File: src/common/pipeline_settings.svh
`ifndef PIPELINE_SETTINGS_SVH
`define PIPELINE_SETTINGS_SVH

// ----------------------------------------
// datapath sizes
// ----------------------------------------

// data word width
`define PIPE_DATA_W 32

// register address, 32 registers
`define PIPE_REG_W 5

// instruction memory, word addressed
`define PIPE_IMEM_WORDS 64

// data memory, byte address with the low two bits dropped
`define PIPE_DMEM_WORDS 64

`endif

File: src/common/pipelinePkg.sv
`include "pipeline_settings.svh"

package pipelinePkg;

    typedef enum logic [5:0] {
        OP_RTYPE = 6'h00,
        OP_ADDI  = 6'h08,
        OP_LW    = 6'h23,
        OP_SW    = 6'h2b,
        OP_HALT  = 6'h3f
    } opcode_e;

    typedef enum logic [5:0] {
        FN_ADD = 6'h20,
        FN_SUB = 6'h22,
        FN_AND = 6'h24,
        FN_OR  = 6'h25,
        FN_SLT = 6'h2a
    } func_e;

    // ----------------------------------------
    // instruction formats
    // ----------------------------------------
    typedef struct packed {
        opcode_e                opcode;
        logic [`PIPE_REG_W-1:0] rs;
        logic [`PIPE_REG_W-1:0] rt;
        logic [`PIPE_REG_W-1:0] rd;
        logic [4:0]             shamt;  // not used by this core
        func_e                  func;
    } rType_t;

    typedef struct packed {
        opcode_e                opcode;
        logic [`PIPE_REG_W-1:0] rs;
        logic [`PIPE_REG_W-1:0] rt;
        logic [15:0]            imm;
    } iType_t;

    typedef union packed {
        rType_t rType;
        iType_t iType;
    } instrWord_u;

    typedef enum logic [2:0] {
        ALU_ADD,
        ALU_SUB,
        ALU_AND,
        ALU_OR,
        ALU_SLT
    } aluOp_e;

    typedef struct packed {
        logic   regWrite;
        logic   mem2reg;    // write back load data
        logic   memRead;
        logic   memWrite;
        logic   aluSrcImm;  // operand B from immediate
        logic   regDst;     // rd instead of rt
        aluOp_e aluOp;
        logic   halt;
    } ctrlFlags_t;

    typedef enum logic [1:0] {
        FWD_NONE,
        FWD_MEM,
        FWD_WB
    } fwdSel_e;

    // ----------------------------------------
    // stage registers
    // ----------------------------------------
    typedef struct packed {
        ctrlFlags_t              ctrl;
        logic [`PIPE_DATA_W-1:0] opA;
        logic [`PIPE_DATA_W-1:0] opB;
        logic [`PIPE_DATA_W-1:0] imm;
        logic [`PIPE_REG_W-1:0]  rs;
        logic [`PIPE_REG_W-1:0]  rt;
        logic [`PIPE_REG_W-1:0]  dest;
    } idExBus_t;

    typedef struct packed {
        ctrlFlags_t              ctrl;
        logic [`PIPE_DATA_W-1:0] aluResult;
        logic [`PIPE_DATA_W-1:0] storeData;
        logic [`PIPE_REG_W-1:0]  dest;
    } exMemBus_t;

    typedef struct packed {
        logic                    valid;
        logic [`PIPE_REG_W-1:0]  dest;
        logic [`PIPE_DATA_W-1:0] data;
    } wbBus_t;

endpackage

File: src/design/executeStage.sv
`timescale 1ns/10ps
`include "pipeline_settings.svh"

module executeStage (
    input  logic                    clk,
    input  logic                    i_reset,
    input  pipelinePkg::idExBus_t   i_idEx,
    input  pipelinePkg::fwdSel_e    i_fwdA,
    input  pipelinePkg::fwdSel_e    i_fwdB,
    input  logic [`PIPE_DATA_W-1:0] i_exMemResult,
    input  pipelinePkg::wbBus_t     i_writeBack,
    output pipelinePkg::exMemBus_t  o_exMem
);

    logic [`PIPE_DATA_W-1:0] srcA;
    logic [`PIPE_DATA_W-1:0] srcB;
    logic [`PIPE_DATA_W-1:0] aluB;
    logic [`PIPE_DATA_W-1:0] result;

    // ----------------------------------------
    // operand forwarding
    // ----------------------------------------
    always_comb begin
        case (i_fwdA)
            pipelinePkg::FWD_MEM: srcA = i_exMemResult;
            pipelinePkg::FWD_WB:  srcA = i_writeBack.data;
            default:              srcA = i_idEx.opA;
        endcase
        case (i_fwdB)
            pipelinePkg::FWD_MEM: srcB = i_exMemResult;
            pipelinePkg::FWD_WB:  srcB = i_writeBack.data;
            default:              srcB = i_idEx.opB;
        endcase
    end

    assign aluB = i_idEx.ctrl.aluSrcImm ? i_idEx.imm : srcB;

    always_comb begin
        case (i_idEx.ctrl.aluOp)
            pipelinePkg::ALU_SUB: result = srcA - aluB;
            pipelinePkg::ALU_AND: result = srcA & aluB;
            pipelinePkg::ALU_OR:  result = srcA | aluB;
            pipelinePkg::ALU_SLT: result = {{(`PIPE_DATA_W - 1){1'b0}},
                                            $signed(srcA) < $signed(aluB)};
            default:              result = srcA + aluB;  // add, also address calc
        endcase
    end

    // EX/MEM
    always_ff @(posedge clk) begin
        if (i_reset)
            o_exMem.ctrl <= '0;
        else
            o_exMem.ctrl <= i_idEx.ctrl;
    end

    always_ff @(posedge clk) begin
        o_exMem.aluResult <= result;
        o_exMem.storeData <= srcB;  // forwarded rt for stores
        o_exMem.dest      <= i_idEx.dest;
    end

endmodule

File: config.mk
export PLATFORM = sky130hd
export DESIGN_NAME = executeStage
export DESIGN_NICKNAME = d
export VERILOG_FILES = /design/src/common/pipelinePkg.sv /design/src/design/executeStage.sv
export VERILOG_INCLUDE_DIRS = /design/src /design/src/common
export SDC_FILE = /design/constraint.sdc
export NUM_CORES = 1
export LEC_CHECK = 0
export BUFFER_PORTS_ARGS = -buffer_cell sky130_fd_sc_hd__buf_4
export CORE_ASPECT_RATIO = 1.4
export CORE_MARGIN = 2
export CORE_UTILIZATION = 57
export CTS_BUF_LIST = sky130_fd_sc_hd__clkbuf_4 sky130_fd_sc_hd__clkbuf_8
export CTS_CLUSTER_DIAMETER = 40
export DETAILED_ROUTE_END_ITERATION = 8
export PLACE_DENSITY_LB_ADDON = 0.05
export RECOVER_POWER = 25
export SYNTH_ARGS = -nofsm -noshare
export SYNTH_HDL_FRONTEND = slang
export SYNTH_SLANG_ARGS = --single-unit
File: constraint.sdc
create_clock -name clk -period 8.03 [get_ports clk]
set_clock_uncertainty 0.1 [all_clocks]
set_input_delay 0.803 -clock clk [delete_from_list [all_inputs] [get_ports clk]]
set_output_delay 0.803 -clock clk [all_outputs]
set_load 0.01 [all_outputs]
======== After elaboration in Yosys (flattened, before gate mapping) ========
Cells that the tools add are included.
cells by class
  $add $sub $neg .......................... 2
  $lt $le $gt $ge ......................... 1
  eq/ne operators ......................... 8
  mux-type cells .......................... 4
  bitwise logic cells ..................... 2
operator list
  kind                                                 count
  case mux 32 bit (2 select lines)                     2
  case mux 32 bit (4 select lines)                     1
  adder 32 bit                                         1
  bitwise AND 32 bit                                   1
  less-than comparator 32 bit                          1
  2-to-1 mux 32 bit                                    1
  OR 32 bit                                            1
  subtractor 32 bit                                    1
  equality test 3 x 2 -> 1 bit, second input constant  2
  equality test 2 x 1 -> 1 bit, second input constant  2
  equality test 2 bit, second input constant           2
  equality test 3 x 1 -> 1 bit, second input constant  1
  equality test 3 bit, second input constant           1
storage, ports and cells
  register bits after elaboration ......... 79
  bits of input ports ..................... 197
  logic and storage cells ................. 28

======== Depth between registers and ports, before layout ========
Gate-level depths: netlist (run 1).
  word-level depth ........................ 5
  mapped depth ............................ 19

======== Least setup slack after synthesis (run 1) ========
No wires, ideal clock.
  path kind ............................... input-to-reg
  start ................................... input port i_fwdB[0]
  end ..................................... register o_exMem[67] (netlist bit)
  arrival time ............................ 4.844 ns
  required time ........................... 7.808 ns
  path slack .............................. 2.964 ns
  stages on the path ...................... 18
  buffers on the path ..................... 2
  path through ............................ inv_1 > ha_1 > clkbuf_1 > buf_1 > nor2_1 > a21oi_1 > o21ai_0 > ha_1 > fa_1 > o21ba_1 > nor4_1 > nor2_1 > a21oi_1 > a41oi_1 > o41ai_1 > o41ai_1 > a221o_1 > a221o_1
on the way
  longest elaborated chain between the ends .. 5
  elaborated cells between the ends (all ways) .. 9
RTL lines
  element                                                                     RTL line            source
  start, declared                                                             executeStage.sv:9   input pipelinePkg::fwdSel_e i_fwdB,
  equality test 2 bit / equality test 2 x 1 -> 1 bit (equally long branches)  executeStage.sv:29  case (i_fwdB)
  case mux 32 bit (2 select lines) *                                          executeStage.sv:29
  2-to-1 mux 32 bit *                                                         executeStage.sv:36  assign aluB = i_idEx.ctrl.aluSrcImm ? i_idEx.imm : srcB;
  adder 32 bit (tied with other cells)                                        executeStage.sv:45  default: result = srcA + aluB;
  case mux 32 bit (4 select lines) *                                          executeStage.sv:39  case (i_idEx.ctrl.aluOp)
  via result[30]                                                              executeStage.sv:18  logic [`PIPE_DATA_W-1:0] result;
  end, declared                                                               executeStage.sv:12  output pipelinePkg::exMemBus_t o_exMem
The timed path passes the listed nets; every way through them passes the cells marked *.
A chain may end at the register's enable or synchronous reset.

======== Worst setup path in the final report (run 1) ========
Ends and elaborated chain as after synthesis.

==> metrics.txt, run 1 <==
largest family of logic cells by synthesized area=compound AO/OA/AOI/OAI gates; minimum clock period=5.99 ns; most common cell in the netlist=inv_1; RSZ-0062 raised after global routing=false; Synth top cells by count=inv_1 (136), nand2_1 (110), nor2_1 (109); post-CTS sizing=0; Hold Buf Count CTS=0; Synth top area share=19.1%; Avg Cell Area, Syn=7.17 sq um; yosys warns=0; Synthesized Nets=1,453; share of cells above drive strength 1=21.1%; worst vdd ir=0.101 mV; number of synthesized flops with an enable pin=0; # IOs=276; Post-DP HPWL=24.0 mm; critical path launch point=i_fwdB[0]; Clock Tree Buf Depth=2; Die ar.=15,500 sq um; grt ovf=0; CP endpoint=o_exMem[67]; post-CTS setup buffers=0; mean number of vias per cell=6.22; WP data arrival=6.14 ns; Slew @ Worst Pin=0.985 ns; max-slew violation count=0; max reg flops=79; fmax=167 MHz; Reg clk slew, reported paths=0.09 ns; mux contribution to synthesized area=1.13%; most common flop cell mapped by yosys=dfxtp_1; H-tree Lvls=3; vias in the first global route=9,447; Adder-Cell Fraction of Synth Area=15.6%; post-route worst setup slack=2.04 ns; chip height=147 um; Sink Count=79; DR DRC count=0; RD Place Congestion=0.986; DRT Pass-1 Iters=6; placement-stage cell area=10,100 sq um; number of port buffers=259; asr flop ratio synth=0%; diodes inserted=0; CP max stage delay=0.91 ns; Seq cells post-synth=79; core area=14,300 sq um; Tcrit/Tclk final=74.5%; worst hold stages=1; min-delay worst type=input pin to register; Max FO, Critical Path=37; WL/cell=20.1 um; Finish-stage setup viols=0; Startpoint Class=input pin; Largest regs=o_exMem: 79 flops; post-synth cell types=80; status=complete, no violations; Leak=4.92 nW; max-cap violations=0; Top reg by flops=o_exMem; Initial Utilization=57.8%; Setup WS pre-CTS=1.78 ns; top cells by area, synth=dfxtp_1 (19%), ha_1 (15%), a21oi_1 (6.5%), o21ai_0 (6.3%), a22oi_1 (6.2%); cell chain of the critical path=buf_4, inv_1, ha_2, nor2_1, a21oi_1, o21ai_0, ha_1, fa_1, o21ba_1, nor4_1, nor2_1, a21oi_1, a41oi_1, o41ai_1, o41ai_1, a221o_1, a221o_1; critical path's slowest cell=o41ai_1; Worst setup EP type=register; Hold Vio Cnt, Final=0; Slew HR=33.5%; Die X=106 um; cell area after layout=10,200 sq um; kind of critical path=input pin to register; FP Rows=52; Post-Synthesis Cells=1,154; Final TNS setup=0 ns; final WL=31.2 mm; all-layer global routing usage=39.3%; Iter 0 DRT Violations=856; DR vias=9,660; Final nets=1,658; largest net degree at the start of global routing=66; Compound-Gate Fraction of Synth Area=36.4%; TritonCTS clock tree=built; TritonCTS Buffers=9; Area Growth Syn to Fin=23.5%; first-pass GRT wire length=48.0 mm; xor-xnor portion of the synthesized cell area=0.317%; Worst Hold Slack=0.450 ns; Pwr Density=171 nW/um^2; Root Buffer=clkbuf_8; post-route ant nets=0; initial antenna violation count=0; Seq/Total Area, Yosys=19.1%; simple-gate share of the synthesized area=15.9%; CP required=8.19 ns; leading area contributor after synthesis=dfxtp_1; synthesized cell area=8280 sq um
## cell families (layout without fill, tap and decap cells)
family | after synthesis | count (layout)
AO/OA/AOI/OAI | 450 | 450
AND/OR/NAND/NOR | 301 | 301
buffers and inverters | 210 | 420
adder cells (fa/ha/maj) | 102 | 102
flip-flops | 79 | 79
multiplexers | 9 | 9
XOR/XNOR | 3 | 3
## critical path: cells and delay by family
family / cells / cell delay (ns)
AND/OR/NAND/NOR: 3 / 0.51
adder cells (fa/ha/maj): 3 / 1.53
buffers and inverters: 2 / 0.13
AO/OA/AOI/OAI: 9 / 3.16
## cells in the final DEF, fill, tap and decap left out, drive strengths merged, types with 13 or more instances in the layout
| cell | count |
|---|---|
| dfxtp | 79 |
| clkbuf | 42 |
| o31ai | 15 |
| a21oi | 108 |
| ha | 100 |
| nor2 | 109 |
| a22oi | 68 |
| a221oi | 13 |
| o22ai | 13 |
| buf | 237 |
| o21bai | 14 |
| nor2b | 17 |
| o211ai | 13 |
| inv | 136 |
| nor3 | 15 |
| o21ai | 105 |
| nand2 | 110 |
## layout make-up
cell class | count | area [sq um]
multi-input cells | 865 | 5800
clock inverters | 5 | 33.8
clock buffers | 11 | 145
well taps | 189 | 236
fillers | 1257 | 4090
flip-flops and latches | 79 | 1580
inverters | 136 | 510
repair buffers | 268 | 1910
## worst min path at each step
stage,startpoint,to
6_report,i_idEx[3],o_exMem[3]
5_1_grt,i_idEx[0],o_exMem[0]
4_1_cts,i_idEx[3],o_exMem[3]
3_5_place_dp,i_idEx[3],o_exMem[3]
3_3_place_gp,i_idEx[4],o_exMem[4]
2_1_floorplan,i_idEx[0],o_exMem[0]
## where the power goes
part	total [W]	internal, W	switching, W
clock	0.000289	0.000124	0.000165
sequential	0.000485	0.000464	0.0000212
combinational	0.000974	0.000392	0.000582
total	0.00175	0.000980	0.000768
## routing by layer
metal  up-vias  wire [um]  GRT usage (%)
met5         -          0              0
met4         0       2430           27.7
met3       136       2680           5.58
met2       572      15200           69.4
met1      4439      10900           42.5
li1       4513          -              -
## stage by stage
step | util (%) | std cells | total power, W
finish | 71.4 | 1553 | 0.00175
global route | 71.4 | 1553 | 0.00185
CTS | 72.1 | 1553 | 0.00175
detailed placement | 70.8 | 1537 | 0.00146
global placement | 70.8 | 1537 | 0.00145
floorplan | - | 1154 | 0.00112
Power figures use the tool's default switching activity.
==> run 2: changes to the inputs <==
CORE_UTILIZATION = 53   (was 57)
clock period = 5.8 ns   (was 8.03 ns; I/O delays follow)
==> metrics.txt, run 2 (same netlist as run 1, synthesis figures left out) <==
Root Buffer=clkbuf_8 (unchanged); vias in the first global route=9,212 (was 9,447); max-slew violation count=0 (unchanged); Final nets=1,673 (was 1,658); Iter 0 DRT Violations=565 (was 856); Largest regs=o_exMem: 79 flops (unchanged); Tcrit/Tclk final=87.4%; Leak=4.99 nW (was 4.92 nW); final WL=31.4 mm (was 31.2 mm); Initial Utilization=53.7% (was 57.8%); TritonCTS Buffers=9 (unchanged); mean number of vias per cell=6.07 (was 6.22); Worst setup EP type=register (unchanged); max reg flops=79 (unchanged); minimum clock period=5.07 ns; WL/cell=19.9 um (was 20.1 um); TritonCTS clock tree=built (unchanged); Top Usage Layer GRT=met2 (unchanged); max-cap violations=0 (unchanged); DR vias=9,559 (was 9,660); largest net degree at the start of global routing=42 (was 66); Final TNS setup=0 ns (unchanged); met1 Use GR=40.5% (was 42.5%); Area Growth Syn to Fin=25.1% (was 23.5%); most frequent cells in the layout=buf_4 (252), inv_1 (136), nand2_1 (110) (was buf_4 (237), inv_1 (136), nand2_1 (110)); Slew @ Worst Pin=1.00 ns (was 0.985 ns); GR Util met3=8.62% (was 5.58%); GR Util met2=65.0% (was 69.4%); # IOs=276 (unchanged); post-route worst setup slack=0.732 ns (was 2.04 ns); Util after Layout=67.2% (was 71.4%); WP data arrival=5.30 ns (was 6.14 ns); most common cell after layout, fill and taps aside=buf_4 (unchanged); Worst Hold Slack=0.207 ns (was 0.450 ns); Pwr Density=239 nW/um^2 (was 171 nW/um^2); post-CTS setup buffers=0 (unchanged); H-tree Lvls=3 (unchanged); Setup WS pre-CTS=0.437 ns (was 1.78 ns); Max FO, Critical Path=18 (was 37); Hold Vio Cnt, Final=0 (unchanged); Die X=110 um (was 106 um); Reg clk slew, reported paths=0.10 ns (was 0.09 ns); chip height=152 um (was 147 um); fmax=197 MHz; Startpoint Class=input pin (unchanged); post-route ant nets=0 (unchanged); Hold Buf Count CTS=0 (unchanged); CP required=6.03 ns (was 8.19 ns); Finish-stage setup viols=0 (unchanged); core area=15,400 sq um (was 14,300 sq um); status=complete, no violations (unchanged); Fillers=1,481 (was 1,257); diodes inserted=0 (unchanged); RD Place Congestion=1.03 (was 0.986); DR DRC count=0 (unchanged); share of cells above drive strength 1=22.0% (was 21.1%); Sink Count=79 (unchanged); min-delay worst type=input pin to register (unchanged); number of port buffers=259 (unchanged); DRT Pass-1 Iters=5 (was 6); kind of critical path=input pin to register (unchanged); all-layer global routing usage=37.6% (was 39.3%); Clock Tree Buf Depth=2 (unchanged); Die ar.=16,600 sq um (was 15,500 sq um); FP Rows=54 (was 52); Slew HR=32.8% (was 33.5%); Post-DP HPWL=24.6 mm (was 24.0 mm); first-pass GRT wire length=48.2 mm (was 48.0 mm); grt ovf=0 (unchanged); worst vdd ir=0.143 mV (was 0.101 mV); initial antenna violation count=0 (unchanged); post-CTS sizing=0 (unchanged); Top reg by flops=o_exMem (unchanged); RSZ-0062 raised after global routing=false (unchanged)
run 2: changes by cell type in the layout (fill, tap and decap cells not counted):
cell,previous run,this run
inv_6,0,1
clkbuf_4,6,5
bufinv_16,0,1
clkinv_2,2,0
xnor2_2,0,1
clkinvlp_4,2,4
xnor2_4,1,0
buf_4,237,252
clkinv_4,1,0
run 2: worst paths after layout:
kind	to	slack, ns	from	depth (start not counted)
hold / removal	o_exMem[4]	0.21	i_idEx[4]	1
setup / recovery	o_exMem[65]	0.73	i_fwdB[0]	18
run 2: stage by stage:
stage	power (W)	cell area, sq um	cells
finish	0.00247	10400	1575
floorplan	0.00155	8280	1154
global route	0.00264	10400	1575
CTS	0.00249	10500	1575
global placement	0.00202	10200	1559
detailed placement	0.00204	10200	1559
run 2: worst max-delay path, cell delays in order:
cell       delay [ns]
buf_4            0.11
ha_1             0.42
a22oi_1          0.26
nor2_1           0.06
a21oi_1          0.18
o21ai_0          0.18
ha_1             0.30
fa_1             0.47
o21ba_1          0.22
nor4_1           0.22
nor2_1           0.13
a21oi_1          0.38
a41oi_1          0.32
buf_4            0.25
o31ai_1          0.46
a21oi_1          0.26
o31ai_1          0.31
a2bb2oi_1        0.17
run 2: layout make-up:
type / instances / area [sq um] / area share [%]
multi-input combinational: 865 / 5790 / 55.9
timing repair buffer: 283 / 2030 / 19.6
sequential: 79 / 1580 / 15.3
inverter: 136 / 510 / 4.93
tap: 196 / 245 / 2.37
clock buffer: 10 / 138 / 1.33
clock inverter: 6 / 68.8 / 0.664
run 2: metal layers:
metal  routed length [um]  vias to the layer above
met3                 2790                      113
met4                 2110                        0
met1                10800                     4399
met5                    0                        -
li1                     -                     4538
met2                15700                      509
run 2: power breakdown:
group / switching (W) / internal (W) / total [W] / leakage (nW)
Combinational: 0.000801 / 0.000549 / 0.00135 / 4.24
Sequential: 0.0000273 / 0.000642 / 0.000669 / 0.664
Clock: 0.000241 / 0.000212 / 0.000453 / 0.0912
Total: 0.00107 / 0.00140 / 0.00247 / 4.99
==> run 3: changes to the inputs <==
PLACE_DENSITY = 0.83   (was default)
PLACE_DENSITY_LB_ADDON = default   (was 0.05)
==> metrics.txt, run 3 (same netlist as run 1, synthesis figures left out) <==
CP required=6.01 ns (was 6.03 ns); Root Buffer=clkbuf_8 (unchanged); RSZ-0062 raised after global routing=false (unchanged); Hold Vio Cnt, Final=0 (unchanged); Setup WS pre-CTS=0.699 ns (was 0.437 ns); FP Rows=54 (unchanged); core area=15,400 sq um (unchanged); initial antenna violation count=0 (unchanged); WP data arrival=5.28 ns (was 5.30 ns); Leak=5.01 nW (was 4.99 nW); Hold Buf Count CTS=0 (unchanged); hold endpoint=o_exMem[2] (was o_exMem[4]); all-layer global routing usage=35.8% (was 37.6%); final WL=30.2 mm (was 31.4 mm); Worst setup EP type=register (unchanged); DR DRC count=0 (unchanged); Area Growth Syn to Fin=25.1% (about the same); status=complete, no violations (unchanged); kind of critical path=input pin to register (unchanged); most common cell after layout, fill and taps aside=buf_4 (unchanged); Final nets=1,672 (was 1,673); Hold Crit Start=i_idEx[2] (was i_idEx[4]); mean number of vias per cell=6.05 (was 6.07); Tcrit/Tclk final=87.4% (about the same); Max FO, Critical Path=18 (unchanged); Startpoint Class=input pin (unchanged); Reg clk slew, reported paths=0.11 ns (was 0.10 ns); Die ar.=16,600 sq um (unchanged); Finish-stage setup viols=0 (unchanged); DRT Pass-1 Iters=5 (unchanged); Slew @ Worst Pin=0.986 ns (was 1.00 ns); diodes inserted=0 (unchanged); post-CTS sizing=0 (unchanged); Clock Tree Buf Depth=2 (unchanged); Pwr Density=239 nW/um^2 (about the same); # IOs=276 (unchanged); Iter 0 DRT Violations=827 (was 565); worst vdd ir=0.133 mV (was 0.143 mV); post-route worst setup slack=0.731 ns (was 0.732 ns); RD Place Congestion=0.971 (was 1.03); Top reg by flops=o_exMem (unchanged); chip height=152 um (unchanged); Sink Count=79 (unchanged); max-slew violation count=0 (unchanged); worst hold stages=1 (unchanged); Largest regs=o_exMem: 79 flops (unchanged); Final TNS setup=0 ns (unchanged); minimum clock period=5.07 ns (about the same); Post-DP HPWL=23.7 mm (was 24.6 mm); max-cap violations=0 (unchanged); max reg flops=79 (unchanged); TritonCTS clock tree=built (unchanged); largest net degree at the start of global routing=66 (was 42); most frequent cells in the layout=buf_4 (252), inv_1 (136), nand2_1 (110) (unchanged); Initial Utilization=53.7% (unchanged); DR vias=9,525 (was 9,559); post-CTS setup buffers=0 (unchanged); WL/cell=19.2 um (was 19.9 um); number of port buffers=259 (unchanged); post-route ant nets=0 (unchanged); Worst Hold Slack=0.196 ns (was 0.207 ns); H-tree Lvls=3 (unchanged); vias in the first global route=9,330 (was 9,212); grt ovf=0 (unchanged); TritonCTS Buffers=9 (unchanged); Die X=110 um (unchanged); first-pass GRT wire length=46.8 mm (was 48.2 mm); min-delay worst type=input pin to register (unchanged); share of cells above drive strength 1=21.9% (was 22.0%); fmax=197 MHz (about the same); Slew HR=33.9% (was 32.8%)
run 3: cell count changes in the layout (fill, tap and decap cells not counted), sizes merged:
cell	delta
clkinv	+1
inv	+3
clkbuf	-2
clkinvlp	-3
run 3: worst max-delay path, stage by stage:
cell,delay [ns]
buf_4,0.09
inv_1,0.04
ha_1,0.46
buf_4,0.34
a22oi_1,0.18
nor2_1,0.06
a21oi_1,0.16
o21ai_0,0.21
fa_1,0.51
o21ba_1,0.22
nor4_1,0.31
nor2_1,0.11
a21oi_1,0.30
a41oi_1,0.22
buf_4,0.21
o31ai_1,0.51
a21oi_1,0.27
o31ai_1,0.29
a2bb2oi_1,0.19
run 3: layout make-up:
type                    instances  area (sq um)
clock buffers                   9           124
clock inverters                 7          83.8
fillers                      1441          5050
inverters                     136           510
multi-input cells             865          5780
flip-flops and latches         79          1580
well taps                     196           245
repair buffers                282          2020
run 3: how the worst max path moves through the flow:
| stage | slack [ns] | end | start |
|---|---|---|---|
| global route | 0.28 | o_exMem[65] | i_fwdB[0] |
| floorplan | 0.96 | o_exMem[67] | i_fwdB[0] |
| global placement | 0.74 | o_exMem[65] | i_fwdB[0] |
| detailed placement | 0.70 | o_exMem[65] | i_fwdB[0] |
| CTS | 1.09 | o_exMem[65] | i_fwdB[0] |
| finish | 0.73 | o_exMem[65] | i_fwdB[0] |
run 3: report_power, final:
group | leakage, nW | internal (W) | switching (W)
clock network | 0.103 | 0.000207 | 0.000249
registers | 0.664 | 0.000642 | 0.0000304
logic | 4.24 | 0.000552 | 0.000796
run 3: layer usage:
metal / global-route usage (%) / vias to the layer above / routed length [um]
met4: 18.3 / 0 / 1500
li1: - / 4537 / -
met5: 0 / - / 0
met2: 62.6 / 451 / 15300
met1: 41.6 / 4438 / 11300
met3: 4.85 / 99 / 2100
run 3: through the flow:
step           area, sq um  power, W  utilization (%)  instances
3_5_place_dp         10200   0.00203             66.5       1558
6_report             10400   0.00248             67.2       1574
5_1_grt              10400   0.00264             67.2       1574
2_1_floorplan         8280   0.00155                -       1154
4_1_cts              10400   0.00249             67.8       1574
3_3_place_gp         10200   0.00201             66.5       1558
